<file path="config.mk">
export PLATFORM = sky130hd
export DESIGN_NAME = uart_target_flat
export DESIGN_NICKNAME = d
export VERILOG_FILES = /design/src/common/soc_pkg.sv /design/src/common/tgt_if.sv /design/src/uart/uart_target.sv /design/src/flat_wrapper.sv
export VERILOG_INCLUDE_DIRS = /design/src /design/src/common
export SDC_FILE = /design/constraint.sdc
export NUM_CORES = 1
export LEC_CHECK = 0
export BUFFER_PORTS_ARGS = -buffer_cell sky130_fd_sc_hd__clkbuf_2
export CAP_MARGIN = 10
export CORE_MARGIN = 2
export CORE_UTILIZATION = 35
export CTS_BUF_LIST = sky130_fd_sc_hd__clkbuf_4 sky130_fd_sc_hd__clkbuf_8
export DETAILED_ROUTE_END_ITERATION = 10
export PLACE_DENSITY = 0.63
export SKIP_CTS_REPAIR_TIMING = 1
export SLEW_MARGIN = 25
export SYNTH_ARGS = -nofsm -noshare
export SYNTH_HDL_FRONTEND = slang
export SYNTH_SLANG_ARGS = --single-unit
</file>
<file path="constraint.sdc">
create_clock -name clk_i -period 4 [get_ports clk_i]
set_clock_uncertainty 0.1 [all_clocks]
set_input_delay 0 -clock clk_i [delete_from_list [all_inputs] [get_ports clk_i]]
set_output_delay 0 -clock clk_i [all_outputs]
set_load 0.1 [all_outputs]
</file>
<file path="src/common/soc_macros.svh">
// ~~~~~~~~~~~~~~~~~~~~
// Address map, UART register offsets and defaults
// ~~~~~~~~~~~~~~~~~~~~

`ifndef SOC_MACROS_SVH
`define SOC_MACROS_SVH

// Regions
`define SRAM_BASE       32'h0000_0000
`define SRAM_ADDR_BITS  17
`define UART_BASE       32'h1000_0000
`define UART_SPAN_BITS  4

// UART register offsets
`define UART_REG_DIV     32'h0000_0000  // Clock cycles per bit
`define UART_REG_STATUS  32'h0000_0004  // Bit 0 is busy
`define UART_REG_TXDATA  32'h0000_0008

`define UART_DIV_RESET   32'd16

`endif
</file>
<file path="src/common/soc_pkg.sv">
// ~~~~~~~~~~~~~~~~~~~~
// Bus vector types and UART transmitter states
// ~~~~~~~~~~~~~~~~~~~~

package soc_pkg;

  // Requester side
  typedef logic [31:0] addr_t;  // Byte address
  typedef logic [63:0] data_t;  // Full bus width
  typedef logic [2:0]  size_t;  // log2 of the byte count

  // UART registers are 32 bits wide
  typedef logic [31:0] word_t;

  // SRAM word index, byte address without the 3 lane bits
  typedef logic [13:0] sram_addr_t;

  // 8N1 transmitter
  typedef enum logic [1:0] {
    UART_IDLE,
    UART_START,
    UART_DATA,
    UART_STOP
  } uart_state_e;

endpackage

</file>
<file path="src/common/tgt_if.sv">
// ~~~~~~~~~~~~~~~~~~~~
// Decoder to target access channel
// ~~~~~~~~~~~~~~~~~~~~

`timescale 1ns/10ps

interface tgt_if;

  logic           issue;        // One-cycle pulse
  logic           write;
  soc_pkg::addr_t addr;         // Word index for SRAM, register offset for UART
  soc_pkg::data_t wdata;        // Lane aligned
  logic [7:0]     be;
  logic           reply_valid;  // One cycle after issue
  soc_pkg::data_t rdata;

  modport decoder (
    output issue, write, addr, wdata, be,
    input  reply_valid, rdata
  );

  modport target (
    input  issue, write, addr, wdata, be,
    output reply_valid, rdata
  );

endinterface

</file>
<file path="src/uart/uart_target.sv">
// ~~~~~~~~~~~~~~~~~~~~
// UART register block and 8N1 transmitter
// ~~~~~~~~~~~~~~~~~~~~

`timescale 1ns/10ps
`include "soc_macros.svh"

module uart_target (
  input  logic  clk_i,
  input  logic  i_reset,
  tgt_if.target bus,
  output logic  o_uart_tx
);

  soc_pkg::uart_state_e state;
  soc_pkg::word_t       divisor;
  soc_pkg::word_t       cyc_cnt;
  soc_pkg::word_t       wr_word;
  soc_pkg::word_t       rd_word;
  soc_pkg::data_t       rdata_q;
  logic [7:0]           last_byte;
  logic [7:0]           shift;
  logic [2:0]           bit_cnt;
  logic                 busy;
  logic                 bit_done;
  logic                 tx_start;
  logic                 tx_q;
  logic                 reply_q;

  assign busy     = state != soc_pkg::UART_IDLE;
  assign bit_done = cyc_cnt == divisor - 32'd1;
  assign wr_word  = bus.be[4] ? bus.wdata[63:32] : bus.wdata[31:0];
  assign tx_start = bus.issue & bus.write & (bus.addr == `UART_REG_TXDATA) & ~busy;

  always_ff @(posedge clk_i) begin
    if (i_reset) begin
      divisor   <= `UART_DIV_RESET;
      last_byte <= 8'h00;
    end else if (bus.issue && bus.write) begin
      if (bus.addr == `UART_REG_DIV) divisor <= wr_word;
      if (tx_start) last_byte <= wr_word[7:0];  // Writes while busy are dropped
    end
  end

  always_ff @(posedge clk_i) begin
    if (i_reset) begin
      state   <= soc_pkg::UART_IDLE;
      tx_q    <= 1'b1;
      cyc_cnt <= '0;
      bit_cnt <= '0;
    end else begin
      cyc_cnt <= (bit_done || !busy) ? '0 : cyc_cnt + 32'd1;
      case (state)
        soc_pkg::UART_IDLE: begin
          if (tx_start) begin
            state <= soc_pkg::UART_START;
            tx_q  <= 1'b0;
            shift <= wr_word[7:0];
          end
        end
        soc_pkg::UART_START: begin
          if (bit_done) begin
            state   <= soc_pkg::UART_DATA;
            tx_q    <= shift[0];  // LSB first
            shift   <= shift >> 1;
            bit_cnt <= '0;
          end
        end
        soc_pkg::UART_DATA: begin
          if (bit_done) begin
            if (bit_cnt == 3'd7) begin
              state <= soc_pkg::UART_STOP;
              tx_q  <= 1'b1;
            end else begin
              tx_q    <= shift[0];
              shift   <= shift >> 1;
              bit_cnt <= bit_cnt + 3'd1;
            end
          end
        end
        default: begin
          if (bit_done) state <= soc_pkg::UART_IDLE;
        end
      endcase
    end
  end

  always_comb begin
    case (bus.addr)
      `UART_REG_DIV:    rd_word = divisor;
      `UART_REG_STATUS: rd_word = {31'b0, busy};
      `UART_REG_TXDATA: rd_word = {24'b0, last_byte};
      default:          rd_word = '0;
    endcase
  end

  // 32-bit value shows up on both halves
  always_ff @(posedge clk_i) begin
    if (bus.issue) rdata_q <= bus.write ? '0 : {rd_word, rd_word};
  end

  always_ff @(posedge clk_i) begin
    if (i_reset) reply_q <= 1'b0;
    else         reply_q <= bus.issue;
  end

  assign bus.reply_valid = reply_q;
  assign bus.rdata       = rdata_q;
  assign o_uart_tx       = tx_q;

endmodule

</file>
<file path="src/flat_wrapper.sv">
// flat-port wrapper written by rule: the top's interface ports become plain ports
module uart_target_flat 
  (clk_i, i_reset, o_uart_tx, bus_issue, bus_write, bus_addr, bus_wdata, bus_be, bus_reply_valid, bus_rdata);
  tgt_if bus_i ();
  input  logic clk_i;
  input  logic i_reset;
  output logic o_uart_tx;
  input wire logic [$bits(bus_i.issue)-1:0] bus_issue;
  input wire logic [$bits(bus_i.write)-1:0] bus_write;
  input wire logic [$bits(bus_i.addr)-1:0] bus_addr;
  input wire logic [$bits(bus_i.wdata)-1:0] bus_wdata;
  input wire logic [$bits(bus_i.be)-1:0] bus_be;
  output wire logic [$bits(bus_i.reply_valid)-1:0] bus_reply_valid;
  output wire logic [$bits(bus_i.rdata)-1:0] bus_rdata;
  assign bus_i.issue = bus_issue;
  assign bus_i.write = bus_write;
  assign bus_i.addr = bus_addr;
  assign bus_i.wdata = bus_wdata;
  assign bus_i.be = bus_be;
  assign bus_reply_valid = bus_i.reply_valid;
  assign bus_rdata = bus_i.rdata;
  uart_target u_core (.clk_i(clk_i), .i_reset(i_reset), .bus(bus_i), .o_uart_tx(o_uart_tx));
endmodule
</file>
==> metrics.md <==
| Metric | Value |
|---|---|
| Minimum clock period | `3.72 ns` |
| Post-Syn Area | `around 6600 sq um` |
| Core area | `18600 sq um` |
| Max_slew headroom | `55.5%` |
| Drt wl/cell | `approximately 15 um` |
| Synth cell types | `59` |
| Final worst-path cycle share | `93.1%` |
| Fin nets | `1023` |
| P_leak | `approximately 3.5 nW` |
| Crit path DAT | `3.77 ns` |
| Avg Cell Area, Syn | `9.40 sq um` |
| Fin. max-slew vios | `0` |
| Via density | `5.01` |
| Setup crit start kind | `flip-flop` |
| Die Ht | `around 140 um` |
| Dpl hpwl | `about 12000 um` |
| Critical Path RT | `between 4 and 5 ns` |
| Number of max-cap violations | `0` |
| DIE WIDTH | `141 um` |
| Area of the multi-input gates | `3350 sq um` |
| FF/Latch Area | `between 2000 and 3000 sq um` |
| Cells after Synth | `roughly 700` |
| Worst hold stages | `2` |
| Worst-path clk slew | `0.07 ns` |
| Area growth from synthesis to layout | `30.0%` |
| Antenna-violating nets left | `0` |
| Grt total ovfl | `0` |
| Unrepaired setup endpoints after global routing | `no` |
| Starting Density | `35.5%` |
| Hold Path Class | `primary input to flip-flop` |
| Final hold vios | `12` |
| Worst vdd ir | `0.000152 V` |
| Fillers | `about 1800` |
| WL final | `about 17000 um` |
| Max Root-Sink Buffers | `2` |
| Post-layout util | `46.2%` |
| Setup TNS Final | `0 ns` |
| Via count | `approximately 5800` |
| Die Area | `20000 sq um` |
| Syn. warnings | `0` |
| Final setup vio count | `0` |
| Row cnt | `50` |
| Setup crit end kind | `flip-flop` |
| PwrDens | `roughly 350 nW/um^2` |
| H-tree depth | `4` |
| Seq cells post-synth | `119` |
| Critical path type | `flip-flop to flip-flop` |
| Antenna violations before repair | `0` |
| Clock Sinks | `~120` |
| Async SR Flop Fraction | `0%` |
| Gr usage total | `16.1%` |
| R2r worst-path depth | `10` |
| CTS Buf Count | `17` |
| CTS tree | `built` |
| Top FF cell, synth | `dfxtp_1` |
| # IOs | `between 150 and 200` |
| Root buffer cell | `clkbuf_8` |
| Failing checks | `hold timing` |
| Sequential share of the synthesized area | `42.2%` |
| Largest net degree at the start of global routing | `65` |
| Worst hold slack | `-0.0168 ns` |
| Number of iterations in the first detailed-routing pass | `7` |
| Port Buffer Count | `between 150 and 200` |
| CP Max Fanout | `8` |
| First-pass GRT wire length | `25600 um` |
| Antenna Cells | `0` |
| Share of layout cells above drive strength 1 | `24.9%` |
| Maximum operating frequency | `between 200 and 300 MHz` |
| Clock latency on the worst-skew pair | `0.44 ns` |
| RePlAce Congestion | `0.901` |
| Number of synthesized flops with an enable pin | `40` |
| DRC | `0` |
| Synthesized Nets | `818` |
| Run status | `finished, violations left` |
| DR iter-0 viols | `384` |
| Vias in the first global route | `5023` |
| Least-Margin Pin Slew | `0.667 ns` |
stage by stage:
step | hold slack (ns) | power, mW | area, sq um | std cells | setup slack [ns]
floorplan | 0.0125 | 1.75 | 6600 | 702 | 0.204
global placement | 0.240 | 1.85 | 7480 | 1054 | 0.325
detailed placement | 0.242 | 1.85 | 7490 | 1054 | 0.271
CTS | -0.231 | 2.97 | 7890 | 1086 | 0.283
global route | 0.000490 | 3.11 | 8580 | 1154 | 0.0821
finish | -0.0168 | 3.00 | 8580 | 1154 | 0.277
area by class of cell:
class	count	area share, %
inverters	16	0.700
multi-input cells	497	39.0
flip-flops and latches	119	32.4
repair buffers	256	19.7
clock inverters	14	1.84
well taps	234	3.41
clock buffers	18	2.89
critical path, stage by stage (launching register included):
cell	delay, ns
dfxtp_1	0.39
or4_1	0.54
or4_1	0.48
a2111o_1	0.45
nor2_1	0.11
nand3_1	0.07
or4_1	0.39
and4bb_2	0.41
o21ai_0	0.14
a211oi_2	0.16
buf_4	0.20
placed cells by master, fill, tap and decap left out, drive strengths merged, types with 16 or more instances in the layout:
cell         count
xnor2           32
edfxtp          40
and2            27
inv             16
clkbuf         184
nand3           17
nor4            17
buf             22
nand2           24
a211oi          48
dlygate4sd3     68
xor2            37
dfxtp           79
mux2i           41
nor2           103
routing by layer:
layer / vias to the layer above / wire length (um) / GRT usage [%]
li1: 2908 / - / -
met1: 2677 / 8120 / 22.5
met2: 169 / 7710 / 25.4
met3: 25 / 765 / 3.14
met4: 0 / 302 / 4.47
met5: - / 0 / 0
state kept, by name, indices dropped and copies added (netlist names):
signal and flops:
u_core.o_uart_tx 1, u_core.bit_cnt 3, u_core.cyc_cnt 32, u_core.divisor 32, u_core.shift 8, u_core.bus.rdata 32, u_core.bus.reply_valid 1, u_core.state 2
u_core.last_byte 8
worst paths after layout:
kind / start / to / slack (ns)
setup reg to reg: u_core.divisor[2]$_SDFFE_PP0P_ / u_core.shift[6]$_DFFE_PP_ / 0.28
hold reg to reg: u_core.bit_cnt[1]$_SDFFE_PP0P_ / u_core.bit_cnt[1]$_SDFFE_PP0P_ / 0.38
setup / recovery: u_core.divisor[2]$_SDFFE_PP0P_ / u_core.shift[6]$_DFFE_PP_ / 0.28
hold / removal: i_reset / u_core.divisor[0]$_SDFFE_PP0P_ / -0.02
logic make-up after synthesis:
group | after synthesis | share of synthesized area, %
simple gates | 275 | 21.8
buf+inv | 86 | 7.30
compound gates | 103 | 11.7
xor+xnor | 69 | 9.16
fa+ha+maj | 8 | 1.52
mux | 42 | 6.39
flops | 119 | 42.2
synthesized netlist by cell type, drive strengths merged, types with 10 or more instances:
cell,instances,area share [%]
mux2i,41,6.2
nand3,17,1.3
xor2,37,4.9
nand2,24,1.4
dfxtp,79,24
or4,10,1.1
nor3,11,0.91
and3,11,1.0
and2,27,2.6
inv,16,0.91
a211oi,48,5.5
nand2b,11,1.0
buf,44,4.9
nor4,17,1.6
clkbuf,26,1.5
nor2,103,5.9
edfxtp,40,18
xnor2,32,4.2
power breakdown:
group	switching [mW]	total, mW	leakage (nW)	internal, mW
combinational	0.415	0.586	2.24	0.171
clock	0.491	1.12	0.199	0.624
sequential	0.0172	1.30	1.01	1.28
total	0.923	3.00	3.45	2.08
(Power assumes the default switching activity.)
