File: config.mk
export PLATFORM = sky130hd
export DESIGN_NAME = response_mux
export DESIGN_NICKNAME = d
export VERILOG_FILES = /design/src/common/soc_macros.svh /design/src/common/soc_pkg.sv /design/src/hdl/response_mux.sv
export SDC_FILE = /design/constraint.sdc
export NUM_CORES = 1
export LEC_CHECK = 0
export BUFFER_PORTS_ARGS = -buffer_cell sky130_fd_sc_hd__buf_4
export CORE_MARGIN = 3
export CORE_UTILIZATION = 30
export DETAILED_ROUTE_END_ITERATION = 16
export MAX_ROUTING_LAYER = met4
export PLACE_DENSITY = 0.64
export REMOVE_ABC_BUFFERS = 1
export SYNTH_ARGS = -nofsm -noshare
export SYNTH_HDL_FRONTEND = slang
export SYNTH_SLANG_ARGS = --single-unit
File: constraint.sdc
create_clock -name clk_i -period 2.3 [get_ports clk_i]
set_input_delay 0.23 -clock clk_i [delete_from_list [all_inputs] [get_ports clk_i]]
set_output_delay 0.23 -clock clk_i [all_outputs]
set_load 0.005 [all_outputs]
File: src/common/soc_macros.svh
// ~~~~~~~~~~~~~~~~~~~~
// Address map, UART register offsets and defaults
// ~~~~~~~~~~~~~~~~~~~~

`ifndef SOC_MACROS_SVH
`define SOC_MACROS_SVH

// Regions
`define SRAM_BASE       32'h0000_0000
`define SRAM_ADDR_BITS  17
`define UART_BASE       32'h1000_0000
`define UART_SPAN_BITS  4

// UART register offsets
`define UART_REG_DIV     32'h0000_0000  // Clock cycles per bit
`define UART_REG_STATUS  32'h0000_0004  // Bit 0 is busy
`define UART_REG_TXDATA  32'h0000_0008

`define UART_DIV_RESET   32'd16

`endif
File: src/common/soc_pkg.sv
// ~~~~~~~~~~~~~~~~~~~~
// Bus vector types and UART transmitter states
// ~~~~~~~~~~~~~~~~~~~~

package soc_pkg;

  // Requester side
  typedef logic [31:0] addr_t;  // Byte address
  typedef logic [63:0] data_t;  // Full bus width
  typedef logic [2:0]  size_t;  // log2 of the byte count

  // UART registers are 32 bits wide
  typedef logic [31:0] word_t;

  // SRAM word index, byte address without the 3 lane bits
  typedef logic [13:0] sram_addr_t;

  // 8N1 transmitter
  typedef enum logic [1:0] {
    UART_IDLE,
    UART_START,
    UART_DATA,
    UART_STOP
  } uart_state_e;

endpackage

File: src/hdl/response_mux.sv
// ~~~~~~~~~~~~~~~~~~~~
// Response register merging target replies and decode errors
// ~~~~~~~~~~~~~~~~~~~~

`timescale 1ns/10ps

module response_mux (
  input  logic           clk_i,
  input  logic           i_reset,
  input  logic           i_sram_valid,
  input  soc_pkg::data_t i_sram_rdata,
  input  logic           i_uart_valid,
  input  soc_pkg::data_t i_uart_rdata,
  input  logic           i_err_pulse,
  output logic           o_slot_free,
  output logic           o_rsp_valid,
  input  logic           i_rsp_ready,
  output soc_pkg::data_t o_rsp_rdata,
  output logic           o_rsp_err
);

  logic           tgt_busy;
  logic           load;
  logic           rsp_valid_q;
  logic           rsp_err_q;
  soc_pkg::data_t rsp_rdata_q;

  // A target holds its reply exactly in the cycle its valid is up
  assign tgt_busy = i_sram_valid | i_uart_valid;
  assign load     = tgt_busy | i_err_pulse;

  // Next issue lands here one cycle later, or now for an error
  assign o_slot_free = ~tgt_busy & (~rsp_valid_q | i_rsp_ready);

  always_ff @(posedge clk_i) begin
    if (i_reset) begin
      rsp_valid_q <= 1'b0;
    end else if (load) begin
      rsp_valid_q <= 1'b1;
    end else if (i_rsp_ready) begin
      rsp_valid_q <= 1'b0;
    end
  end

  always_ff @(posedge clk_i) begin
    if (load) begin
      rsp_err_q <= i_err_pulse;
      if (i_sram_valid) begin
        rsp_rdata_q <= i_sram_rdata;
      end else if (i_uart_valid) begin
        rsp_rdata_q <= i_uart_rdata;
      end else begin
        rsp_rdata_q <= '0;  // Decode error
      end
    end
  end

  assign o_rsp_valid = rsp_valid_q;
  assign o_rsp_rdata = rsp_rdata_q;
  assign o_rsp_err   = rsp_err_q;

endmodule

==> impl_metrics.py, run 1 <==
metrics = {
    "status": {
        "status": "completed",
    },
    "worst_setup_path": {
        "critPathLaunchType": "primary input",
        "r2r_slack_ns": 1.59,
        "crit_start": "i_sram_valid",
        "critPathKind": "in -> out",
        "required_ns": 2.07,
        "r2r_start": "o_rsp_valid",
        "cp_max_fo": 38,
        "end_kind": "primary output",
        "critPathArrivalTime_ns": 1.21,
    },
    "logic_synthesis": {
        "synth_xor_area_frac": 0,
        "yosysUniqueCellTypes": 14,
        "synth.mux.area_fraction": 0,
        "synthCells": 151,
        "synth_seq_area_share": 0.734,
        "syn_area_um2": 2690,
        "synth_compound_area_frac": 0.211,
        "synthSimpleGateAreaFrac": 0.0126,
        "synth_top_family_by_area": "compound AO/OA/AOI/OAI gates",
        "syn_area_per_cell_um2": 17.8,
        "ys.warnings.count": 0,
        "synth-seq-cells": 66,
        "synthAdderAreaFrac": 0,
    },
    "clocking": {
        "htree_levels": 3,
        "cts_resized": 0,
        "cts_buffers": 9,
        "post_cts_buffers": 0,
        "cts_buffer_depth": 2,
        "clock-sinks": 66,
        "clkTransAtPathRegs_ns": 0.07,
        "postCtsHoldBufs": 0,
        "tritoncts": "done",
        "clock_latency_ns": 0.32,
        "cts_root_buffer": "clkbuf_8",
    },
    "timing": {
        "hold_violations": 0,
        "setup_viol": 0,
        "whs_ns": 0.0916,
        "worst_pin_slew_ns": 0.440,
        "setup_slack_ns": 0.857,
        "finalSetupTns_ns": 0,
        "skew_ns": 0,
        "rsz0062_at_grt": "false",
        "finalCritPeriodShare": 0.627,
        "fmax_mhz": 693,
        "max_slew_margin": 0.707,
        "slew_viol_final": 0,
        "min_period_ns": 1.44,
    },
    "place": {
        "io_buffers": 200,
        "place.gp.congestion": 0.759,
        "place_ws_ns": 0.694,
        "dp_hpwl_um": 5830,
    },
    "flow_run": {
        "drv_cap": 0,
    },
    "power": {
        "total_power_mw": 2.91,
        "p_switching_mw": 0.612,
        "ir_drop_v": 0.000320,
        "power_frac_clock": 0.303,
        "powerDensity_nw_per_um2": 658,
        "sequentialPowerShare": 0.514,
        "intPower_mw": 2.30,
        "p_comb_frac": 0.182,
        "p_leak_nw": 2.05,
        "switching_share": 0.210,
    },
    "routing": {
        "postRouteAntennaNets": 0,
        "wirelength_um": 7500,
        "dr_total_vias": 2181,
        "vias_per_cell": 4.72,
        "drtIter0Drc": 33,
        "wl_per_cell_um": 16.2,
        "drcViolationCount": 0,
        "drtPass1Iterations": 4,
    },
    "global_routing": {
        "grt_pass1_wl_um": 10700,
        "grt_max_degree": 39,
        "antenna_found_initial": 0,
        "overflow": 0,
        "first_global_vias": 2140,
        "grt_usage": 0.145,
    },
    "die": {
        "ios": 201,
        "start_util": 0.317,
        "fp.dieArea_um2": 10100,
        "die_w_um": 101,
        "num_rows": 33,
        "die_y_um": 101,
        "core_area_um2": 8460,
    },
    "cells_and_area": {
        "layout_commonest_cell": "buf_4",
        "layout-area-overhead-vs-synth_pct": 64.7,
        "antenna_cells": 0,
        "final_nets": 487,
        "final_cell_mix": "buf_4, edfxtp_1, a22o_1, clkbuf_8",
        "final_layout_size_suffix_gt1_frac": 0.613,
    },
    "worst_hold_path": {
        "min_path_type": "in -> reg",
        "worstHoldStart": "i_err_pulse",
    },
}
==> kinds of logic after synthesis <==
group           count (synthesis)
buf+inv                        14
flops                          66
simple gates                    6
compound gates                 65
==> layout make-up <==
class / count / area (um2)
Tap cell: 105 / 131
Sequential cell: 66 / 1970
Fill cell: 739 / 4040
Clock buffer: 11 / 131
Multi-Input combinational cell: 71 / 607
Timing Repair Buffer: 205 / 1540
Clock inverter: 4 / 43.8
==> routing by layer <==
| layer | up-vias | track usage | wire (um) |
|---|---|---|---|
| met2 | 137 | 0.237 | 3690 |
| met4 | 0 | 0.0622 | 91 |
| met3 | 9 | 0.0429 | 873 |
| li1 | 1042 | - | - |
| met1 | 993 | 0.164 | 2850 |
| met5 | - | - | 0 |
==> sequential cells by signal (all words and copies together) (netlist names) <==
name / count
o_rsp_rdata: 64
o_rsp_err: 1
o_rsp_valid: 1
==> final timing paths <==
| check | endpoint | depth (start not counted) |
|---|---|---|
| setup reg to reg | o_rsp_valid | 2 |
| setup / recovery | o_slot_free | 4 |
| hold reg to reg | o_rsp_valid | 2 |
| hold / removal | o_rsp_err | 1 |
==> critical path: stages <==
cell	delay, ns
buf_4	0.34
buf_4	0.38
nor3_1	0.09
buf_4	0.14
==> power groups by stage <==
stage          clock [mW]  combinational, mW  sequential [mW]
2_1_floorplan           0              0.102             1.54
6_report            0.883              0.530             1.50
5_1_grt             0.972              0.572             1.51
3_3_place_gp            0              0.533             1.52
3_5_place_dp            0              0.540             1.52
4_1_cts             0.917              0.540             1.50
==> metrics by stage <==
| step | instance area (um2) | util | cells |
|---|---|---|---|
| final | 4420 | 0.523 | 462 |
| after global routing | 4420 | 0.523 | 462 |
| after CTS | 4420 | 0.523 | 462 |
| after detailed placement | 4250 | 0.502 | 447 |
| after global placement | 4250 | 0.502 | 447 |
| after floorplan | 2570 | - | 137 |
==> cells in the mapped netlist <==
master     n  area, um2
o21ba_1    1       10.0
buf_4      1       7.51
nand2_1    2       7.51
a22o_1    63        552
dfxtp_1    1       20.0
o21ai_1    1       5.00
or3_1      1       6.26
nor2b_2    1       8.76
nor2b_1    1       6.26
edfxtp_1  65       1950
clkbuf_1   2       7.51
buf_2      4       20.0
buf_6      7       78.8
nor3_1     1       5.00
(Power assumes the default switching activity.)
==> run 2: changes to the inputs <==
--- a/config.mk
+++ b/config.mk
@@ -10,7 +10,7 @@
 export CORE_UTILIZATION = 30
 export DETAILED_ROUTE_END_ITERATION = 16
 export MAX_ROUTING_LAYER = met4
-export PLACE_DENSITY = 0.64
+export PLACE_DENSITY = 0.66
 export REMOVE_ABC_BUFFERS = 1
 export SYNTH_ARGS = -nofsm -noshare
 export SYNTH_HDL_FRONTEND = slang
==> constraint.sdc (replaced) <==
create_clock -name clk_i -period 1.2 [get_ports clk_i]
set_input_delay 0.12 -clock clk_i [delete_from_list [all_inputs] [get_ports clk_i]]
set_output_delay 0.12 -clock clk_i [all_outputs]
set_load 0.005 [all_outputs]
==> impl_metrics.py, run 2 (same netlist as run 1, synthesis figures left out) <==
metrics = {
    "worst_setup_path": {
        "slowest_stage": "dfxtp_2",
        "crit_start": "o_rsp_valid",
        "end_kind": "primary output",
        "timing.rr.end": "o_rsp_valid",
        "cp-endpoint": "o_slot_free",
        "reg2regPathDepth": 3,
        "cpPeakStageDelay_ns": 0.32,
        "critPathLaunchType": "register",
        "critPathArrivalTime_ns": 1.05,
        "r2r_start": "o_rsp_valid",
        "r2r_slack_ns": 0.39,
        "cp_cell_sequence": "nor2b_4, nor3_2, buf_4",
        "cp_max_fo": 2,
        "critPathKind": "reg -> out",
        "required_ns": 1.08,
    },
    "flow_run": {
        "drv_cap": 0,
    },
    "timing": {
        "finalCritPeriodShare": 0.976,
        "whs_ns": 0.0170,
        "max_slew_margin": 0.765,
        "min_period_ns": 1.17,
        "slew_viol_final": 0,
        "skew_ns": 0,
        "rsz0062_at_grt": "true",
        "worst_pin_slew_ns": 0.352,
        "fmax_mhz": 854,
        "setup_viol": 0,
        "hold_violations": 0,
    },
    "place": {
        "place.gp.congestion": 0.753,
        "dp.cells": 450,
        "io_buffers": 200,
        "placed_area_um2": 4320,
        "dp_hpwl_um": 5720,
    },
    "global_routing": {
        "grt_max_degree": 35,
        "grt_pass1_wl_um": 10500,
        "first_global_vias": 2185,
        "antenna_found_initial": 0,
        "overflow": 0,
        "grt_usage": 0.140,
    },
    "die": {
        "ios": 201,
        "die_y_um": 101,
        "core_area_um2": 8460,
        "fp.dieArea_um2": 10100,
        "die_w_um": 101,
        "num_rows": 33,
        "start_util": 0.317,
    },
    "routing": {
        "postRouteAntennaNets": 0,
        "vias_per_cell": 4.68,
        "wirelength_um": 7290,
        "dr_total_vias": 2188,
        "drcViolationCount": 0,
        "drtPass1Iterations": 4,
        "drtIter0Drc": 56,
        "wl_per_cell_um": 15.6,
    },
    "cells_and_area": {
        "layout_commonest_cell": "buf_4",
        "fin_util": 0.533,
        "instances_no_fill": 468,
        "final_layout_size_suffix_gt1_frac": 0.628,
        "final_nets": 492,
        "largest_register_ffs": 64,
        "final_cell_area_um2": 4520,
        "final_cell_mix": "buf_4, edfxtp_1, a22o_1, clkbuf_8, buf_12",
        "layout-area-overhead-vs-synth_pct": 68.1,
        "antenna_cells": 0,
    },
    "clocking": {
        "cts_buffer_depth": 2,
        "cts_buffers": 9,
        "clock-sinks": 66,
        "cts_root_buffer": "clkbuf_8",
        "clock_latency_ns": 0.33,
        "tritoncts": "done",
        "htree_levels": 3,
        "clkTransAtPathRegs_ns": 0.07,
    },
    "worst_hold_path": {
        "min_path_type": "in -> reg",
        "worstHoldStart": "i_reset",
    },
    "power": {
        "powerDensity_nw_per_um2": 1210,
        "p_leak_nw": 2.09,
        "total_power_mw": 5.46,
        "ir_drop_v": 0.000583,
    },
    "status": {
        "status": "completed",
    },
}
==> run 2: worst max-delay path: cells and delay by family (launching register included) <==
family,cells,cell delay (ns)
buffers and inverters,1,0.13
flip-flops,1,0.32
AND/OR/NAND/NOR,2,0.27
==> run 2: how the worst min path moves through the flow <==
| stage | end | cells after the start |
|---|---|---|
| floorplan | o_rsp_err | 0 |
| finish | o_rsp_valid | 2 |
| global placement | o_rsp_err | 1 |
| detailed placement | o_rsp_err | 1 |
| CTS | o_rsp_valid | 2 |
| global route | o_rsp_valid | 2 |
==> run 2: what timing repair did <==
action	4_1_cts	5_1_grt
endpoints found under the hold margin	1	0
hold buffers	1	0
resized for setup	0	4
setup endpoints to repair	0	1
setup buffers	0	1
==> run 2: final cells by class <==
type | instances | area [um2]
Tap cell | 105 | 131
Clock buffer | 11 | 131
Clock inverter | 5 | 31.3
Fill cell | 724 | 3950
Sequential cell | 66 | 1970
Timing Repair Buffer | 210 | 1630
Multi-Input combinational cell | 71 | 619
==> run 2: power breakdown <==
part	internal [mW]	leakage, nW	switching (mW)	total, mW
sequential	2.80	0.713	0.0682	2.87
combinational	0.697	1.30	0.347	1.04
clock	0.743	0.0831	0.807	1.55
total	4.24	2.09	1.22	5.46
==> run 2: routing by layer <==
metal  GRT usage  wire length [um]  part of all wire
met4      0.0487               126             0.017
met3      0.0505               768              0.11
met5           -                 0                 0
met2       0.238              3780              0.52
met1       0.150              2620              0.36
==> run 2: stage by stage <==
stage          setup TNS, ns  setup slack [ns]
2_1_floorplan         -87.10            -0.795
3_3_place_gp           -7.63           -0.0830
3_5_place_dp           -8.70           -0.0937
4_1_cts                    0            0.0125
5_1_grt              -0.0243           -0.0243
6_report                   0            0.0287
==> run 3: changes to the inputs <==
==> constraint.sdc (replaced) <==
create_clock -name clk_i -period 1.2 [get_ports clk_i]
set_input_delay 0.12 -clock clk_i [delete_from_list [all_inputs] [get_ports clk_i]]
set_output_delay 0.12 -clock clk_i [all_outputs]
set_load 0.02 [all_outputs]
==> impl_metrics.py, run 3 (same netlist as run 1, synthesis figures left out) <==
metrics = {
    "worst_setup_path": {
        "critPathLaunchType": "register",
        "timing.rr.end": "o_rsp_valid",
        "r2r_start": "o_rsp_valid",
        "critPathTopFamily": "flip-flops",
        "cp_max_fo": 2,
        "end_kind": "primary output",
        "reg2regPathDepth": 3,
        "cp_cell_sequence": "nor2b_4, nor3_2, buf_4",
        "cpPeakStageDelay_ns": 0.32,
        "slowest_stage": "dfxtp_2",
        "critPathKind": "reg -> out",
        "r2r_slack_ns": 0.39,
        "crit_buf_inv": 1,
        "critPathArrivalTime_ns": 1.08,
        "required_ns": 1.08,
    },
    "routing": {
        "drtIter0Drc": 56,
        "wirelength_um": 7290,
        "drtPass1Iterations": 4,
        "drcViolationCount": 0,
        "vias_per_cell": 4.68,
        "postRouteAntennaNets": 0,
        "wl_per_cell_um": 15.6,
        "dr_total_vias": 2188,
    },
    "worst_hold_path": {
        "min_path_type": "in -> reg",
        "holdPathEnd": "o_rsp_valid",
        "holdPathStages": 2,
        "worstHoldStart": "i_reset",
    },
    "global_routing": {
        "grt_max_degree": 35,
        "grt_pass1_wl_um": 10500,
        "overflow": 0,
        "antenna_found_initial": 0,
        "first_global_vias": 2184,
        "grt_usage": 0.140,
    },
    "cells_and_area": {
        "nFillCells": 724,
        "final_cell_mix": "buf_4, edfxtp_1, a22o_1, clkbuf_8, buf_12",
        "final_nets": 492,
        "final_layout_size_suffix_gt1_frac": 0.628,
        "fin_util": 0.533,
        "largest_register_ffs": 64,
        "instances_no_fill": 468,
        "layout-area-overhead-vs-synth_pct": 68.1,
        "antenna_cells": 0,
        "layout_commonest_cell": "buf_4",
        "final_cell_area_um2": 4520,
    },
    "place": {
        "placed_area_um2": 4320,
        "place.gp.congestion": 0.753,
        "dp_hpwl_um": 5720,
        "io_buffers": 200,
        "dp.cells": 450,
    },
    "status": {
        "violations": "setup timing",
        "status": "finished with violations",
    },
    "timing": {
        "max_slew_margin": 0.765,
        "rsz0062_at_grt": "true",
        "whs_ns": 0.0170,
        "slew_viol_final": 0,
        "min_period_ns": 1.20,
        "setup_slack_ns": -0.00282,
        "fmax_mhz": 831,
        "worst_pin_slew_ns": 0.352,
        "setup_viol": 1,
        "finalCritPeriodShare": 1.00,
        "hold_violations": 0,
        "skew_ns": 0,
    },
    "clocking": {
        "clock-sinks": 66,
        "clkTransAtPathRegs_ns": 0.07,
        "cts_buffer_depth": 2,
        "cts_buffers": 9,
        "htree_levels": 3,
        "clock_latency_ns": 0.33,
        "cts_root_buffer": "clkbuf_8",
        "tritoncts": "done",
    },
    "die": {
        "core_area_um2": 8460,
        "start_util": 0.317,
        "ios": 201,
        "num_rows": 33,
        "die_w_um": 101,
        "die_y_um": 101,
        "fp.dieArea_um2": 10100,
    },
    "power": {
        "ir_drop_v": 0.000585,
        "powerDensity_nw_per_um2": 1270,
        "total_power_mw": 5.75,
        "p_leak_nw": 2.09,
    },
    "flow_run": {
        "drv_cap": 0,
    },
}
==> run 3: cell counts in the layout (fill, tap and decap cells not counted) <==
Identical to the previous run, type by type.
==> run 3: layout make-up <==
class                      count  area [um2]  share of cell area
tap                          105         131              0.0291
multi-input combinational     71         619               0.137
sequential                    66        1970               0.437
clock inverter                 5        31.3             0.00693
clock buffer                  11         131              0.0291
timing repair buffer         210        1630               0.361
==> run 3: through the flow <==
step	setup TNS (ns)	worst slack [ns]
detailed placement	-8.70	-0.0937
global route	-0.0556	-0.0556
floorplan	-87.10	-0.795
CTS	-0.0175	-0.0175
global placement	-7.63	-0.0830
finish	-0.00282	-0.00282
==> run 3: how the worst max path moves through the flow <==
stage                             from              end  depth (start not counted)
final                      o_rsp_valid      o_slot_free                          3
after floorplan           i_sram_valid        o_rsp_err                          1
after detailed placement  i_sram_valid  o_rsp_rdata[36]                          5
after CTS                  o_rsp_valid      o_slot_free                          3
after global routing       o_rsp_valid      o_slot_free                          3
after global placement    i_sram_valid  o_rsp_rdata[36]                          5
==> run 3: routing by layer <==
layer / global-route usage / vias to the layer above / share of wire
met1: 0.150 / 1006 / 0.36
met3: 0.0505 / 11 / 0.11
met4: 0.0487 / 0 / 0.017
met2: 0.238 / 116 / 0.52
met5: - / - / 0
li1: - / 1055 / -
==> run 3: power by group <==
part           switching (mW)  total [mW]  internal [mW]
clock                   0.807        1.55          0.743
combinational           0.615        1.33          0.712
sequential             0.0682        2.87           2.80
total                    1.49        5.75           4.25
==> run 3: what timing repair did <==
action                                 4_1_cts  5_1_grt
buffers inserted                             0        1
resized for setup                            0        4
endpoints found under the hold margin        1        0
pin swaps                                    0        1
hold buffers                                 1        0
setup endpoints to repair                    1        1
