[src/common/soc_macros.svh]
// ~~~~~~~~~~~~~~~~~~~~
// Address map, UART register offsets and defaults
// ~~~~~~~~~~~~~~~~~~~~

`ifndef SOC_MACROS_SVH
`define SOC_MACROS_SVH

// Regions
`define SRAM_BASE       32'h0000_0000
`define SRAM_ADDR_BITS  17
`define UART_BASE       32'h1000_0000
`define UART_SPAN_BITS  4

// UART register offsets
`define UART_REG_DIV     32'h0000_0000  // Clock cycles per bit
`define UART_REG_STATUS  32'h0000_0004  // Bit 0 is busy
`define UART_REG_TXDATA  32'h0000_0008

`define UART_DIV_RESET   32'd16

`endif
[src/common/soc_pkg.sv]
// ~~~~~~~~~~~~~~~~~~~~
// Bus vector types and UART transmitter states
// ~~~~~~~~~~~~~~~~~~~~

package soc_pkg;

  // Requester side
  typedef logic [31:0] addr_t;  // Byte address
  typedef logic [63:0] data_t;  // Full bus width
  typedef logic [2:0]  size_t;  // log2 of the byte count

  // UART registers are 32 bits wide
  typedef logic [31:0] word_t;

  // SRAM word index, byte address without the 3 lane bits
  typedef logic [13:0] sram_addr_t;

  // 8N1 transmitter
  typedef enum logic [1:0] {
    UART_IDLE,
    UART_START,
    UART_DATA,
    UART_STOP
  } uart_state_e;

endpackage

[src/common/tgt_if.sv]
// ~~~~~~~~~~~~~~~~~~~~
// Decoder to target access channel
// ~~~~~~~~~~~~~~~~~~~~

`timescale 1ns/10ps

interface tgt_if;

  logic           issue;        // One-cycle pulse
  logic           write;
  soc_pkg::addr_t addr;         // Word index for SRAM, register offset for UART
  soc_pkg::data_t wdata;        // Lane aligned
  logic [7:0]     be;
  logic           reply_valid;  // One cycle after issue
  soc_pkg::data_t rdata;

  modport decoder (
    output issue, write, addr, wdata, be,
    input  reply_valid, rdata
  );

  modport target (
    input  issue, write, addr, wdata, be,
    output reply_valid, rdata
  );

endinterface

[src/hdl/bus_decoder.sv]
// ~~~~~~~~~~~~~~~~~~~~
// Request register, address decode and issue control
// ~~~~~~~~~~~~~~~~~~~~

`timescale 1ns/10ps
`include "soc_macros.svh"

module bus_decoder (
  input  logic           clk_i,
  input  logic           i_reset,
  input  logic           i_req_valid,
  output logic           o_req_ready,
  input  logic           i_req_write,
  input  soc_pkg::addr_t i_req_addr,
  input  soc_pkg::size_t i_req_size,
  input  soc_pkg::data_t i_req_wdata,
  input  logic           i_slot_free,
  tgt_if.decoder         sram_bus,
  tgt_if.decoder         uart_bus,
  output logic           o_err_pulse
);

  localparam soc_pkg::addr_t sram_base = `SRAM_BASE;
  localparam soc_pkg::addr_t uart_base = `UART_BASE;

  logic                req_full;
  logic                req_write;
  soc_pkg::addr_t      req_addr;
  soc_pkg::size_t      req_size;
  soc_pkg::data_t      req_wdata;
  logic                accept;
  logic                can_issue;
  logic                hit_sram;
  logic                hit_uart;
  logic [7:0]          lane_mask;
  soc_pkg::sram_addr_t sram_idx;
  soc_pkg::addr_t      uart_off;

  assign can_issue   = req_full & i_slot_free;
  assign o_req_ready = ~req_full | can_issue;  // Refill in the cycle the slot drains
  assign accept      = i_req_valid & o_req_ready;

  always_ff @(posedge clk_i) begin
    if (i_reset) begin
      req_full <= 1'b0;
    end else if (accept) begin
      req_full <= 1'b1;
    end else if (can_issue) begin
      req_full <= 1'b0;
    end
  end

  always_ff @(posedge clk_i) begin
    if (accept) begin
      req_write <= i_req_write;
      req_addr  <= i_req_addr;
      req_size  <= i_req_size;
      req_wdata <= i_req_wdata;
    end
  end

  assign hit_sram = req_addr[31:`SRAM_ADDR_BITS] == sram_base[31:`SRAM_ADDR_BITS];
  assign hit_uart = req_addr[31:`UART_SPAN_BITS] == uart_base[31:`UART_SPAN_BITS];

  always_comb begin
    case (req_size)
      3'd0:    lane_mask = 8'h01;
      3'd1:    lane_mask = 8'h03;
      3'd2:    lane_mask = 8'h0f;
      default: lane_mask = 8'hff;
    endcase
  end

  assign sram_idx = req_addr[`SRAM_ADDR_BITS-1:3];

  assign sram_bus.issue = can_issue & hit_sram;
  assign sram_bus.write = req_write;
  assign sram_bus.addr  = soc_pkg::addr_t'(sram_idx);
  assign sram_bus.wdata = req_wdata;
  assign sram_bus.be    = lane_mask << req_addr[2:0];

  // A 64-bit access to the 32-bit UART reads the upper word only
  assign uart_off = soc_pkg::addr_t'(req_addr[`UART_SPAN_BITS-1:0]) +
                    ((req_size == 3'd3) ? 32'd4 : 32'd0);

  assign uart_bus.issue = can_issue & hit_uart;
  assign uart_bus.write = req_write;
  assign uart_bus.addr  = uart_off;
  assign uart_bus.wdata = req_wdata;
  assign uart_bus.be    = uart_off[2] ? 8'hf0 : 8'h0f;

  assign o_err_pulse = can_issue & ~hit_sram & ~hit_uart;  // Unmapped

endmodule

[src/flat_wrapper.sv]
// flat-port wrapper written by rule: the top's interface ports become plain ports
module bus_decoder_flat 
  (clk_i, i_reset, i_req_valid, o_req_ready, i_req_write, i_req_addr, i_req_size, i_req_wdata, i_slot_free, o_err_pulse, sram_bus_issue, sram_bus_write, sram_bus_addr, sram_bus_wdata, sram_bus_be, sram_bus_reply_valid, sram_bus_rdata, uart_bus_issue, uart_bus_write, uart_bus_addr, uart_bus_wdata, uart_bus_be, uart_bus_reply_valid, uart_bus_rdata);
  tgt_if sram_bus_i ();
  tgt_if uart_bus_i ();
  input  logic clk_i;
  input  logic i_reset;
  input  logic i_req_valid;
  output logic o_req_ready;
  input  logic i_req_write;
  input  soc_pkg::addr_t i_req_addr;
  input  soc_pkg::size_t i_req_size;
  input  soc_pkg::data_t i_req_wdata;
  input  logic i_slot_free;
  output logic o_err_pulse;
  output wire logic [$bits(sram_bus_i.issue)-1:0] sram_bus_issue;
  output wire logic [$bits(sram_bus_i.write)-1:0] sram_bus_write;
  output wire logic [$bits(sram_bus_i.addr)-1:0] sram_bus_addr;
  output wire logic [$bits(sram_bus_i.wdata)-1:0] sram_bus_wdata;
  output wire logic [$bits(sram_bus_i.be)-1:0] sram_bus_be;
  input wire logic [$bits(sram_bus_i.reply_valid)-1:0] sram_bus_reply_valid;
  input wire logic [$bits(sram_bus_i.rdata)-1:0] sram_bus_rdata;
  output wire logic [$bits(uart_bus_i.issue)-1:0] uart_bus_issue;
  output wire logic [$bits(uart_bus_i.write)-1:0] uart_bus_write;
  output wire logic [$bits(uart_bus_i.addr)-1:0] uart_bus_addr;
  output wire logic [$bits(uart_bus_i.wdata)-1:0] uart_bus_wdata;
  output wire logic [$bits(uart_bus_i.be)-1:0] uart_bus_be;
  input wire logic [$bits(uart_bus_i.reply_valid)-1:0] uart_bus_reply_valid;
  input wire logic [$bits(uart_bus_i.rdata)-1:0] uart_bus_rdata;
  assign sram_bus_issue = sram_bus_i.issue;
  assign sram_bus_write = sram_bus_i.write;
  assign sram_bus_addr = sram_bus_i.addr;
  assign sram_bus_wdata = sram_bus_i.wdata;
  assign sram_bus_be = sram_bus_i.be;
  assign sram_bus_i.reply_valid = sram_bus_reply_valid;
  assign sram_bus_i.rdata = sram_bus_rdata;
  assign uart_bus_issue = uart_bus_i.issue;
  assign uart_bus_write = uart_bus_i.write;
  assign uart_bus_addr = uart_bus_i.addr;
  assign uart_bus_wdata = uart_bus_i.wdata;
  assign uart_bus_be = uart_bus_i.be;
  assign uart_bus_i.reply_valid = uart_bus_reply_valid;
  assign uart_bus_i.rdata = uart_bus_rdata;
  bus_decoder u_core (.clk_i(clk_i), .i_reset(i_reset), .i_req_valid(i_req_valid), .o_req_ready(o_req_ready), .i_req_write(i_req_write), .i_req_addr(i_req_addr), .i_req_size(i_req_size), .i_req_wdata(i_req_wdata), .i_slot_free(i_slot_free), .sram_bus(sram_bus_i), .uart_bus(uart_bus_i), .o_err_pulse(o_err_pulse));
endmodule
[config.mk]
export PLATFORM = sky130hd
export DESIGN_NAME = bus_decoder_flat
export DESIGN_NICKNAME = d
export VERILOG_FILES = /design/src/common/soc_pkg.sv /design/src/common/tgt_if.sv /design/src/hdl/bus_decoder.sv /design/src/flat_wrapper.sv
export VERILOG_INCLUDE_DIRS = /design/src /design/src/common
export SDC_FILE = /design/constraint.sdc
export NUM_CORES = 1
export LEC_CHECK = 0
export BUFFER_PORTS_ARGS = -buffer_cell sky130_fd_sc_hd__buf_2
export CORE_AREA = 2 2 176 178
export CTS_CLUSTER_SIZE = 16
export DETAILED_ROUTE_END_ITERATION = 7
export DIE_AREA = 0 0 178 180
export PLACE_DENSITY = 0.43
export SYNTH_ARGS = -nofsm -noshare
export SYNTH_HDL_FRONTEND = slang
export SYNTH_SLANG_ARGS = --single-unit
[constraint.sdc]
create_clock -name clk_i -period 5.7 [get_ports clk_i]
set_input_delay 1.14 -clock clk_i [delete_from_list [all_inputs] [get_ports clk_i]]
set_output_delay 1.14 -clock clk_i [all_outputs]
set_load 0.005 [all_outputs]
==> qor.yml, run 1 <==
global_route:
  overall_track_demand_over_capacity_in_global_routing_pct: 6.79
  via_count_of_the_first_global_routing_pass: 2624
  grt_start_max_net_pins: 44
  grt_remaining_overflow: 0
  grt_first_pass_wirelength_um: 15500
  antenna_found_initial: 2
route:
  detail_route.first_pass.iterations: 4
  detail_route.drc_violations: 0
  drt-vias-per-instance: 3.02
  detailedRoute.firstIterationViolations: 74
  detail-route-antenna-nets: 0
  detailroute.via_count: 2665
  post_drt_wl_per_cell_um: 12.5
  postRouteWirelength_um: 11100
synth:
  syn-cell-area_mm2: 0.00438
  area_fraction_in_compound_gates_after_synthesis_pct: 3.26
  yosysWarningCount: 0
  cell_with_the_most_instances_after_synthesis: "buf_4"
  synthCells: 290
  synthFlopType: "edfxtp_1"
  synth_top_area_cell: "edfxtp_1"
  synthArstFlopShare_pct: 0
  yosysUniqueCellTypes: 32
  synth_adder_area_share_pct: 0.571
  synth_mux_area_share_pct: 0
  yosys_register_bits: 101
  yosys.area_share.xor_xnor_pct: 0
  synth_enable_flop_cells: 100
  yosysSeqAreaShare_pct: 69.0
  yosys.area_share.simple_pct: 3.48
  dominant_combinational_cell_family_by_area_after_synthesis: "buffers and inverters"
  yosys_top_cell_area_share_pct: 68.5
  avgSynthCellArea_um2: 15.1
  synth_top_cells_by_area: "edfxtp_1 69%, buf_4 23%, nor4_2 0.86%"
  yosys-top-cells-count: "133 x buf_4, 100 x edfxtp_1, 5 x buf_2, 5 x nor2_1"
clock_tree:
  tritoncts.num_buffers: 9
  post-cts-setup-buffer-count: 0
  clkTransAtPathRegs_ns: 0.07
  htree_num_levels: 3
  cts.sinks: 101
  root_buffer: "clkbuf_16"
  clock_network_latency_to_the_later_pin_of_the_worst_skew_pair_ns: 0.35
  cts_hold_buf: 0
  resized_after_cts: 0
  cts-root-to-sink-buffers: 2
  cts_tree: "built"
floorplanning:
  starting_density_of_the_core_pct: 14.5
  die_x_um: 178
  ios: 448
  rows: 64
  fp.dieArea_mm2: 0.0320
  floorplan.die.height_um: 180
  placeableCoreArea_mm2: 0.0302
timing:
  layout_setup_ws_ns: 2.67
  max_slew_margin_pct: 62.0
  achievable-frequency_ghz: 0.330
  final.setup_skew_ns: 0.00972
  finalHoldViolCount: 0
  rsz0062_at_grt: "false"
  setup_viol_count_final: 0
  final_max_slew_viol_count: 0
  worst_slew_pin_slew_ns: 0.570
  fin_crit_ns: 3.03
  totalNegativeSetupSlack_ns: 0
  fin_crit_sh_pct: 53.2
final_layout:
  drive_gt1_share_pct: 60.3
  multi_input_area_um2: 492
  area.sequential_mm2: 0.00302
  synthToLayoutAreaGrowth_pct: 30.4
  finalCoreUtilization_pct: 18.9
  finalNetCount: 717
  post-route-cell-area_mm2: 0.00572
  filler_cell_count: 3298
power:
  power.density_mw_per_mm2: 302
  p_leak_uw: 0.00248
  ir_drop_uv: 149
  report.power.total_uw: 1720
placement:
  place.detailed.hpwl_um: 8750
  globalplace.congestion: 0.737
  port_buffers: 272
  dpl-instance-area_mm2: 0.00540
  preCtsSetupSlack_ns: 2.76
setup_path:
  critical_path_peak_fanout: 2
  r2r_depth: 3
  rr_endpoint: "u_core.sram_bus.wdata[37]"
  timing.critical_path.to: "o_err_pulse"
  critical_path_class: "register to output pin"
  critical_path_source: "u_core.req_addr[5]"
  startpoint_class: "register"
  reg2reg_slack_ns: 3.89
  critPathCaptureType: "output pin"
  cp.arrival_ns: 1.89
  critical_path.reg2reg.startpoint: "u_core.req_full"
  cp_data_required_time_ns: 4.56
status:
  run_status: "finished, final reports clean"
hold_path:
  hold_class: "register to register"
run:
  max-cap-violations: 0
==> worst max-delay path, stage by stage, from the launching register on <==
cell	delay, ns
edfxtp_1	0.42
nor4b_1	0.47
nand4_1	0.23
a32o_2	0.28
buf_2	0.13
==> metal layers <==
layer | share of wire, % | vias to the layer above | track usage, %
met3 | 14 | 8 | 3.93
met2 | 49 | 221 | 11.5
met4 | 1.7 | 2 | 3.38
met1 | 34 | 1197 | 6.54
met5 | 0.11 | - | 0
li1 | - | 1237 | -
==> final cells by class <==
type / count / area share [%]
clock inverter: 5 / 1.44
timing repair buffer: 274 / 24.1
inverter: 3 / 0.197
multi-input combinational: 92 / 8.60
sequential: 101 / 52.9
tap: 396 / 8.67
clock buffer: 11 / 4.07
antenna: 1 / 0.0438
==> metrics by stage <==
step           hold WS (ns)  instances
2_1_floorplan         0.528        334
3_3_place_gp          0.556        866
3_5_place_dp          0.559        866
4_1_cts               0.569        882
5_1_grt               0.633        883
6_report              0.556        883
==> kinds of logic (layout without fill, tap and decap cells) <==
logic type,count (synthesis),after routing
flip-flops,101,101
buffers and inverters,141,293
other,1,46
AND/OR/NAND/NOR,25,25
adder cells (fa/ha/maj),2,2
AO/OA/AOI/OAI,20,20
==> placed cells by master, fill, tap and decap left out, types with 3 or more instances in the layout <==
master	netlist	layout
clkbuf_16	0	9
inv_1	3	3
nor4_2	3	3
nor4_1	3	3
nor3_1	4	4
buf_2	5	272
edfxtp_1	100	100
conb_1	1	45
nand2_1	3	3
nor2_1	5	5
a21oi_1	4	4
==> state kept, by name, indices dropped and copies added, names as in the netlist <==
register,cells
u_core.sram_bus.wdata,64
u_core.req_size,3
u_core.req_full,1
u_core.sram_bus.write,1
u_core.req_addr,32
==> worst min path at each step <==
stage,start,to,slack [ns],depth (start not counted)
after global routing,u_core.req_full,u_core.req_full,0.63,2
after CTS,u_core.req_full,u_core.req_full,0.57,2
after detailed placement,u_core.req_full,u_core.req_full,0.56,2
final,u_core.req_full,u_core.req_full,0.56,2
after global placement,u_core.req_full,u_core.req_full,0.56,2
after floorplan,u_core.req_full,u_core.req_full,0.53,2
==> power breakdown <==
part	internal, uW	total [uW]	switching [uW]
registers	869	897	27.1
clock network	388	670	283
logic	78.2	158	79.3
(Power assumes the default switching activity.)
==> run 2: changes to the inputs <==
--- a/config.mk
+++ b/config.mk
@@ -6,12 +6,13 @@
 export SDC_FILE = /design/constraint.sdc
 export NUM_CORES = 1
 export LEC_CHECK = 0
+export ABC_AREA = 1
 export BUFFER_PORTS_ARGS = -buffer_cell sky130_fd_sc_hd__buf_2
-export CORE_AREA = 2 2 176 178
+export CORE_AREA = 2 2 172 174
 export CTS_CLUSTER_SIZE = 16
 export DETAILED_ROUTE_END_ITERATION = 7
-export DIE_AREA = 0 0 178 180
-export PLACE_DENSITY = 0.43
+export DIE_AREA = 0 0 174 176
+export PLACE_DENSITY = 0.46
 export SYNTH_ARGS = -nofsm -noshare
 export SYNTH_HDL_FRONTEND = slang
 export SYNTH_SLANG_ARGS = --single-unit
==> constraint.sdc (replaced) <==
create_clock -name clk_i -period 2.5 [get_ports clk_i]
set_input_delay 0.5 -clock clk_i [delete_from_list [all_inputs] [get_ports clk_i]]
set_output_delay 0.5 -clock clk_i [all_outputs]
set_load 0.005 [all_outputs]
==> run 2 against run 1 <==
Net effect: register-to-register slack got worse by 2.8 ns; highest routed layer unchanged; global-route usage is 2.3 points higher; sequential power rose by 130%; power rose by 120%; cell count up 3.7%; combinational power increased to 2.6 times the previous value; sequential share of layout area shrank 0.81 points; clock skew hardly changed; count of clock-buffer cells in the layout down 2; first-iteration DRC count is 9.5% lower; core utilization up 1.4 points; non-clock buffer count unchanged.
==> qor.yml, run 2 <==
status:
  run_status: "finished, final reports clean"
power:
  power.density_mw_per_mm2: 663  # +120%
  p_leak_uw: 0.00262  # +5.6%
  report.power.total_uw: 3850  # +120%
  ir_drop_uv: 327  # +120%
setup_path:
  startpoint_class: "register"
  cp.arrival_ns: 1.66  # -0.23 ns
  critical_path_peak_fanout: 2  # unchanged
  critPathCaptureType: "output pin"
  cp_data_required_time_ns: 2.00  # -2.56 ns
  critical_path_class: "register to output pin"
clock_tree:
  clkTransAtPathRegs_ns: 0.08  # about the same
  cts-root-to-sink-buffers: 2  # unchanged
  cts_hold_buf: 0  # unchanged
  resized_after_cts: 0  # unchanged
  clock_network_latency_to_the_later_pin_of_the_worst_skew_pair_ns: 0.35  # about the same
  post-cts-setup-buffer-count: 0  # unchanged
  cts_tree: "built"
  root_buffer: "clkbuf_16"
  cts.sinks: 101  # unchanged
  tritoncts.num_buffers: 9  # unchanged
  htree_num_levels: 3  # unchanged
synth:
  yosys_register_bits: 101  # unchanged
  yosys_top_cell_area_share_pct: 67.4  # -1.1 points
  yosysUniqueCellTypes: 20  # -38%
  synth_enable_flop_cells: 100  # unchanged
  avgSynthCellArea_um2: 13.4  # -11%
  yosysWarningCount: 0  # unchanged
  synth_top_cells_by_area: "edfxtp_1 67%, buf_4 22%, nor2_1 2.4%"
  syn-cell-area_mm2: 0.00445  # +1.6%
  synth_top_area_cell: "edfxtp_1"
  yosys-top-cells-count: "133 x buf_4, 100 x edfxtp_1, 28 x nor2_1, 26 x nand2_1, 20 x inv_1"
  yosysSeqAreaShare_pct: 67.9  # -1.1 points
  cell_with_the_most_instances_after_synthesis: "buf_4"
  synthArstFlopShare_pct: 0  # unchanged
  synthFlopType: "edfxtp_1"
  synthCells: 332  # +14%
global_route:
  antenna_found_initial: 2  # unchanged
  grt_start_max_net_pins: 56  # +27%
  grt_first_pass_wirelength_um: 19000  # +22%
  overall_track_demand_over_capacity_in_global_routing_pct: 9.09  # +2.3 points
  grt_remaining_overflow: 0  # unchanged
  via_count_of_the_first_global_routing_pass: 2756  # +5.0%
final_layout:
  synthToLayoutAreaGrowth_pct: 30.3  # about the same
  finalNetCount: 763  # +6.4%
  drive_gt1_share_pct: 56.3  # -4.0 points
  largest_reg_flops: 64  # unchanged
  final_common_cell: "buf_2"
  mostFrequentLayoutCells: "272 x buf_2, 100 x edfxtp_1, 45 x conb_1, 28 x nor2_1, 26 x nand2_1"
  stdcell_count: 916  # +3.7%
timing:
  finalHoldViolCount: 0  # unchanged
  final.setup_skew_ns: 0.00995  # +0.000226 ns
  layout_setup_ws_ns: 0.339  # -2.33 ns
  final_max_slew_viol_count: 0  # unchanged
  fin_crit_ns: 2.16
  setup_viol_count_final: 0  # unchanged
  achievable-frequency_ghz: 0.463
  rsz0062_at_grt: "false"
  fin_crit_sh_pct: 86.4
floorplanning:
  ios: 448  # unchanged
  rows: 62  # -3.1%
  placeableCoreArea_mm2: 0.0285  # -5.4%
  fp.dieArea_mm2: 0.0306  # -4.4%
  floorplan.die.height_um: 176  # -2.2%
  starting_density_of_the_core_pct: 15.6  # +1.1 points
  die_x_um: 174  # -2.2%
route:
  postRouteWirelength_um: 14200  # +29%
  detailedRoute.firstIterationViolations: 67  # -9.5%
  detail_route.drc_violations: 0  # unchanged
  detail_route.first_pass.iterations: 4  # unchanged
  detailroute.via_count: 2841  # +6.6%
  post_drt_wl_per_cell_um: 15.5  # +24%
  drt-vias-per-instance: 3.10  # +2.8%
  detail-route-antenna-nets: 0  # unchanged
run:
  max-cap-violations: 0  # unchanged
placement:
  globalplace.congestion: 0.764  # +3.6%
  preCtsSetupSlack_ns: 0.643  # -2.12 ns
  port_buffers: 272  # unchanged
  place.detailed.hpwl_um: 12000  # +37%
  dp_cells: 900  # +3.9%
hold_path:
  hold_class: "primary input to register"
==> run 2: cell count changes after synthesis, moves of 3 or more <==
cell     previous run  this run
nor2_1              5        28
nor4_2              3         0
nand2_1             3        26
nor4_1              3         0
buf_2               5         1
nand3_1             0         4
inv_1               3        20
==> run 2: worst paths after layout <==
kind	from	to	slack, ns	cells after the start
min reg2reg	u_core.req_full	u_core.req_full	0.53	2
max reg2reg	u_core.req_full	u_core.sram_bus.wdata[51]	1.09	2
min	i_reset	u_core.req_full	0.30	2
max	u_core.req_addr[6]	uart_bus_issue	0.34	8
==> run 2: logic make-up after synthesis <==
family / synth area share [%]
AO/OA/AOI/OAI: 1.43
other: 0.0842
adder cells (fa/ha/maj): 0.562
flip-flops: 67.9
AND/OR/NAND/NOR: 5.73
buffers and inverters: 24.3
==> run 2: report_power, final <==
group / switching (uW) / internal [uW]
sequential: 58.7 / 1980
clock: 704 / 695
combinational: 225 / 185
==> run 2: stage by stage <==
| step | utilization [%] | setup TNS [ns] | area (um^2) | hold slack (ns) |
|---|---|---|---|---|
| floorplan | - | -10.34 | 4640 | 0.524 |
| finish | 20.3 | 0 | 5800 | 0.302 |
| global placement | 19.3 | 0 | 5520 | 0.513 |
| global route | 20.3 | 0 | 5800 | 0.294 |
| detailed placement | 19.3 | 0 | 5520 | 0.525 |
| CTS | 20.3 | 0 | 5800 | 0.283 |
==> run 2: worst max-delay path: stages (launching register included) <==
cell	delay [ns]
edfxtp_1	0.45
nor2_1	0.11
nand2_1	0.07
nor2_1	0.25
nand2_1	0.12
inv_1	0.07
nand2_1	0.05
nor2_1	0.07
buf_2	0.12
==> run 2: layout make-up <==
| type | instances | area, um^2 |
|---|---|---|
| inverters | 21 | 91.3 |
| fillers | 3127 | 22700 |
| repair buffers | 274 | 1400 |
| clock inverters | 6 | 56.3 |
| clock buffers | 9 | 225 |
| well taps | 384 | 480 |
| diodes | 1 | 2.50 |
| multi-input cells | 120 | 524 |
| flip-flops and latches | 101 | 3020 |
==> run 2: layer usage <==
layer	GRT usage (%)	share of wire [%]	vias to the layer above
met4	2.73	1.2	2
met1	10.0	39	1288
met5	0	0.13	-
met2	13.9	43	228
met3	6.46	17	10
li1	-	-	1313
==> run 3: changes to the inputs <==
--- a/config.mk
+++ b/config.mk
@@ -12,6 +12,7 @@
 export CTS_CLUSTER_SIZE = 16
 export DETAILED_ROUTE_END_ITERATION = 7
 export DIE_AREA = 0 0 174 176
+export MAX_ROUTING_LAYER = met4
 export PLACE_DENSITY = 0.46
 export SYNTH_ARGS = -nofsm -noshare
 export SYNTH_HDL_FRONTEND = slang
==> run 3 against run 2 <==
Net effect: cell count increased by 0.22%; critical path depth did not move; via count is 0.21% higher; flip-flop and latch count is the same; sequential share of layout area about the same; worst hold slack got worse by 0.0012 ns; non-clock buffer count stayed put; wire length rose by 0.37%; design area barely moved; largest power group unchanged; highest routed layer is now met4.
==> qor.yml, run 3 (synthesis gave the netlist of run 2 again) <==
clock_tree:
  cts-root-to-sink-buffers: 2  # unchanged
  clkTransAtPathRegs_ns: 0.08  # about the same
  cts_hold_buf: 0  # unchanged
  root_buffer: "clkbuf_16"
  cts_tree: "built"
  clock_network_latency_to_the_later_pin_of_the_worst_skew_pair_ns: 0.35  # about the same
  resized_after_cts: 0  # unchanged
  htree_num_levels: 3  # unchanged
  post-cts-setup-buffer-count: 0  # unchanged
  tritoncts.num_buffers: 9  # unchanged
  cts.sinks: 101  # unchanged
timing:
  rsz0062_at_grt: "false"
  setup_viol_count_final: 0  # unchanged
  final_max_slew_viol_count: 0  # unchanged
  final.setup_skew_ns: 0.00924  # -0.000704 ns
  finalHoldViolCount: 0  # unchanged
  fin_crit_ns: 2.16  # -0.00331 ns
  achievable-frequency_ghz: 0.463  # +0.15%
  finalHoldWorstSlack_ns: 0.300  # -0.00118 ns
  fin_crit_sh_pct: 86.3  # -0.13 points
global_route:
  grt_remaining_overflow: 0  # unchanged
  grt_first_pass_wirelength_um: 18900  # -0.36%
  grt_start_max_net_pins: 56  # unchanged
  overall_track_demand_over_capacity_in_global_routing_pct: 9.37  # +0.28 points
  via_count_of_the_first_global_routing_pass: 2760  # +0.15%
  antenna_found_initial: 3  # +1
final_layout:
  mostFrequentLayoutCells: "272 x buf_2, 100 x edfxtp_1, 45 x conb_1, 28 x nor2_1, 26 x nand2_1"
  largest_reg_flops: 64  # unchanged
  final_common_cell: "buf_2"
  finalNetCount: 763  # unchanged
  finalCoreUtilization_pct: 20.3  # about the same
  drive_gt1_share_pct: 56.3  # unchanged
  filler_cell_count: 3128  # +0.032%
  synthToLayoutAreaGrowth_pct: 30.5  # about the same
floorplanning:
  fp.dieArea_mm2: 0.0306  # unchanged
  starting_density_of_the_core_pct: 15.6  # unchanged
  rows: 62  # unchanged
  ios: 448  # unchanged
  die_x_um: 174  # unchanged
  placeableCoreArea_mm2: 0.0285  # unchanged
  floorplan.die.height_um: 176  # unchanged
route:
  postRouteWirelength_um: 14300  # +0.37%
  detailroute.via_count: 2847  # +0.21%
  detailedRoute.firstIterationViolations: 75  # +12%
  detail_route.drc_violations: 0  # unchanged
  drt-vias-per-instance: 3.10  # about the same
  detail_route.first_pass.iterations: 4  # unchanged
  post_drt_wl_per_cell_um: 15.6  # +0.15%
  detail-route-antenna-nets: 0  # unchanged
setup_path:
  crit_path_max_incr_delay_ns: 0.45  # about the same
  cp.arrival_ns: 1.66  # about the same
  worst-path-buf-inv: 2  # unchanged
  critical_path_class: "register to output pin"
  critical_path_cell_list: "nor2_1 > nand2_1 > nor2_1 > nand2_1 > inv_1 > nand2_1 > nor2_1 > buf_2"
  startpoint_class: "register"
  critical_path_s_slowest_cell: "edfxtp_1"
  critPathCaptureType: "output pin"
  cp_data_required_time_ns: 2.00  # about the same
  path_delay_family: "simple AND/OR/NAND/NOR gates"
  critical_path_peak_fanout: 2  # unchanged
placement:
  place.detailed.hpwl_um: 12000  # unchanged
  port_buffers: 272  # unchanged
  globalplace.congestion: 0.774  # +1.3%
power:
  power.density_mw_per_mm2: 663  # about the same
  p_leak_uw: 0.00262  # about the same
  ir_drop_uv: 328  # +0.47%
hold_path:
  hold_class: "primary input to register"
status:
  run_status: "finished, final reports clean"
run:
  max-cap-violations: 0  # unchanged
run 3: changes by cell type in the layout (fill, tap and decap cells not counted):
| cell | before | now |
|---|---|---|
| diode_2 | 1 | 3 |
run 3: area by class of cell:
type	instances	area [um^2]	area share, %
clock buffers	9	225	3.88
repair buffers	274	1400	24.1
multi-input cells	120	524	9.02
diodes	3	7.51	0.129
well taps	384	480	8.27
clock inverters	6	56.3	0.969
inverters	21	91.3	1.57
flip-flops and latches	101	3020	52.0
run 3: final timing paths:
| check | startpoint | to | slack [ns] | cells after the start |
|---|---|---|---|---|
| setup reg to reg | u_core.req_full | u_core.sram_bus.wdata[51] | 1.09 | 2 |
| setup / recovery | u_core.req_addr[6] | uart_bus_issue | 0.34 | 8 |
| hold reg to reg | u_core.req_full | u_core.req_full | 0.53 | 2 |
| hold / removal | i_reset | u_core.req_full | 0.30 | 2 |
run 3: worst reg2reg max path, stage by stage, from the launching register on:
cell	delay, ns
dfxtp_1	0.35
a21oi_4	0.37
buf_12	0.33
run 3: metal layers:
metal	up-vias	part of all wire, %	routed length [um]	track usage, %
li1	1317	-	-	-
met1	1294	40	5740	10.3
met2	228	43	6180	13.9
met3	8	15	2200	5.96
met4	0	1.2	167	2.73
met5	-	0	0	-
run 3: through the flow:
step	area, um^2	power [uW]	std cells	TNS, ns	setup slack, ns
after floorplan	4640	2350	376	-10.34	-0.103
final	5810	3850	918	0	0.342
after detailed placement	5520	2500	900	0	0.643
after global placement	5520	2500	900	0	0.661
after global routing	5810	4030	918	0	0.0953
after CTS	5800	3950	915	0	0.235
run 3: power by group:
part / internal (uW) / switching, uW
registers: 1980 / 59.1
clock network: 696 / 708
logic: 185 / 224
total: 2860 / 991
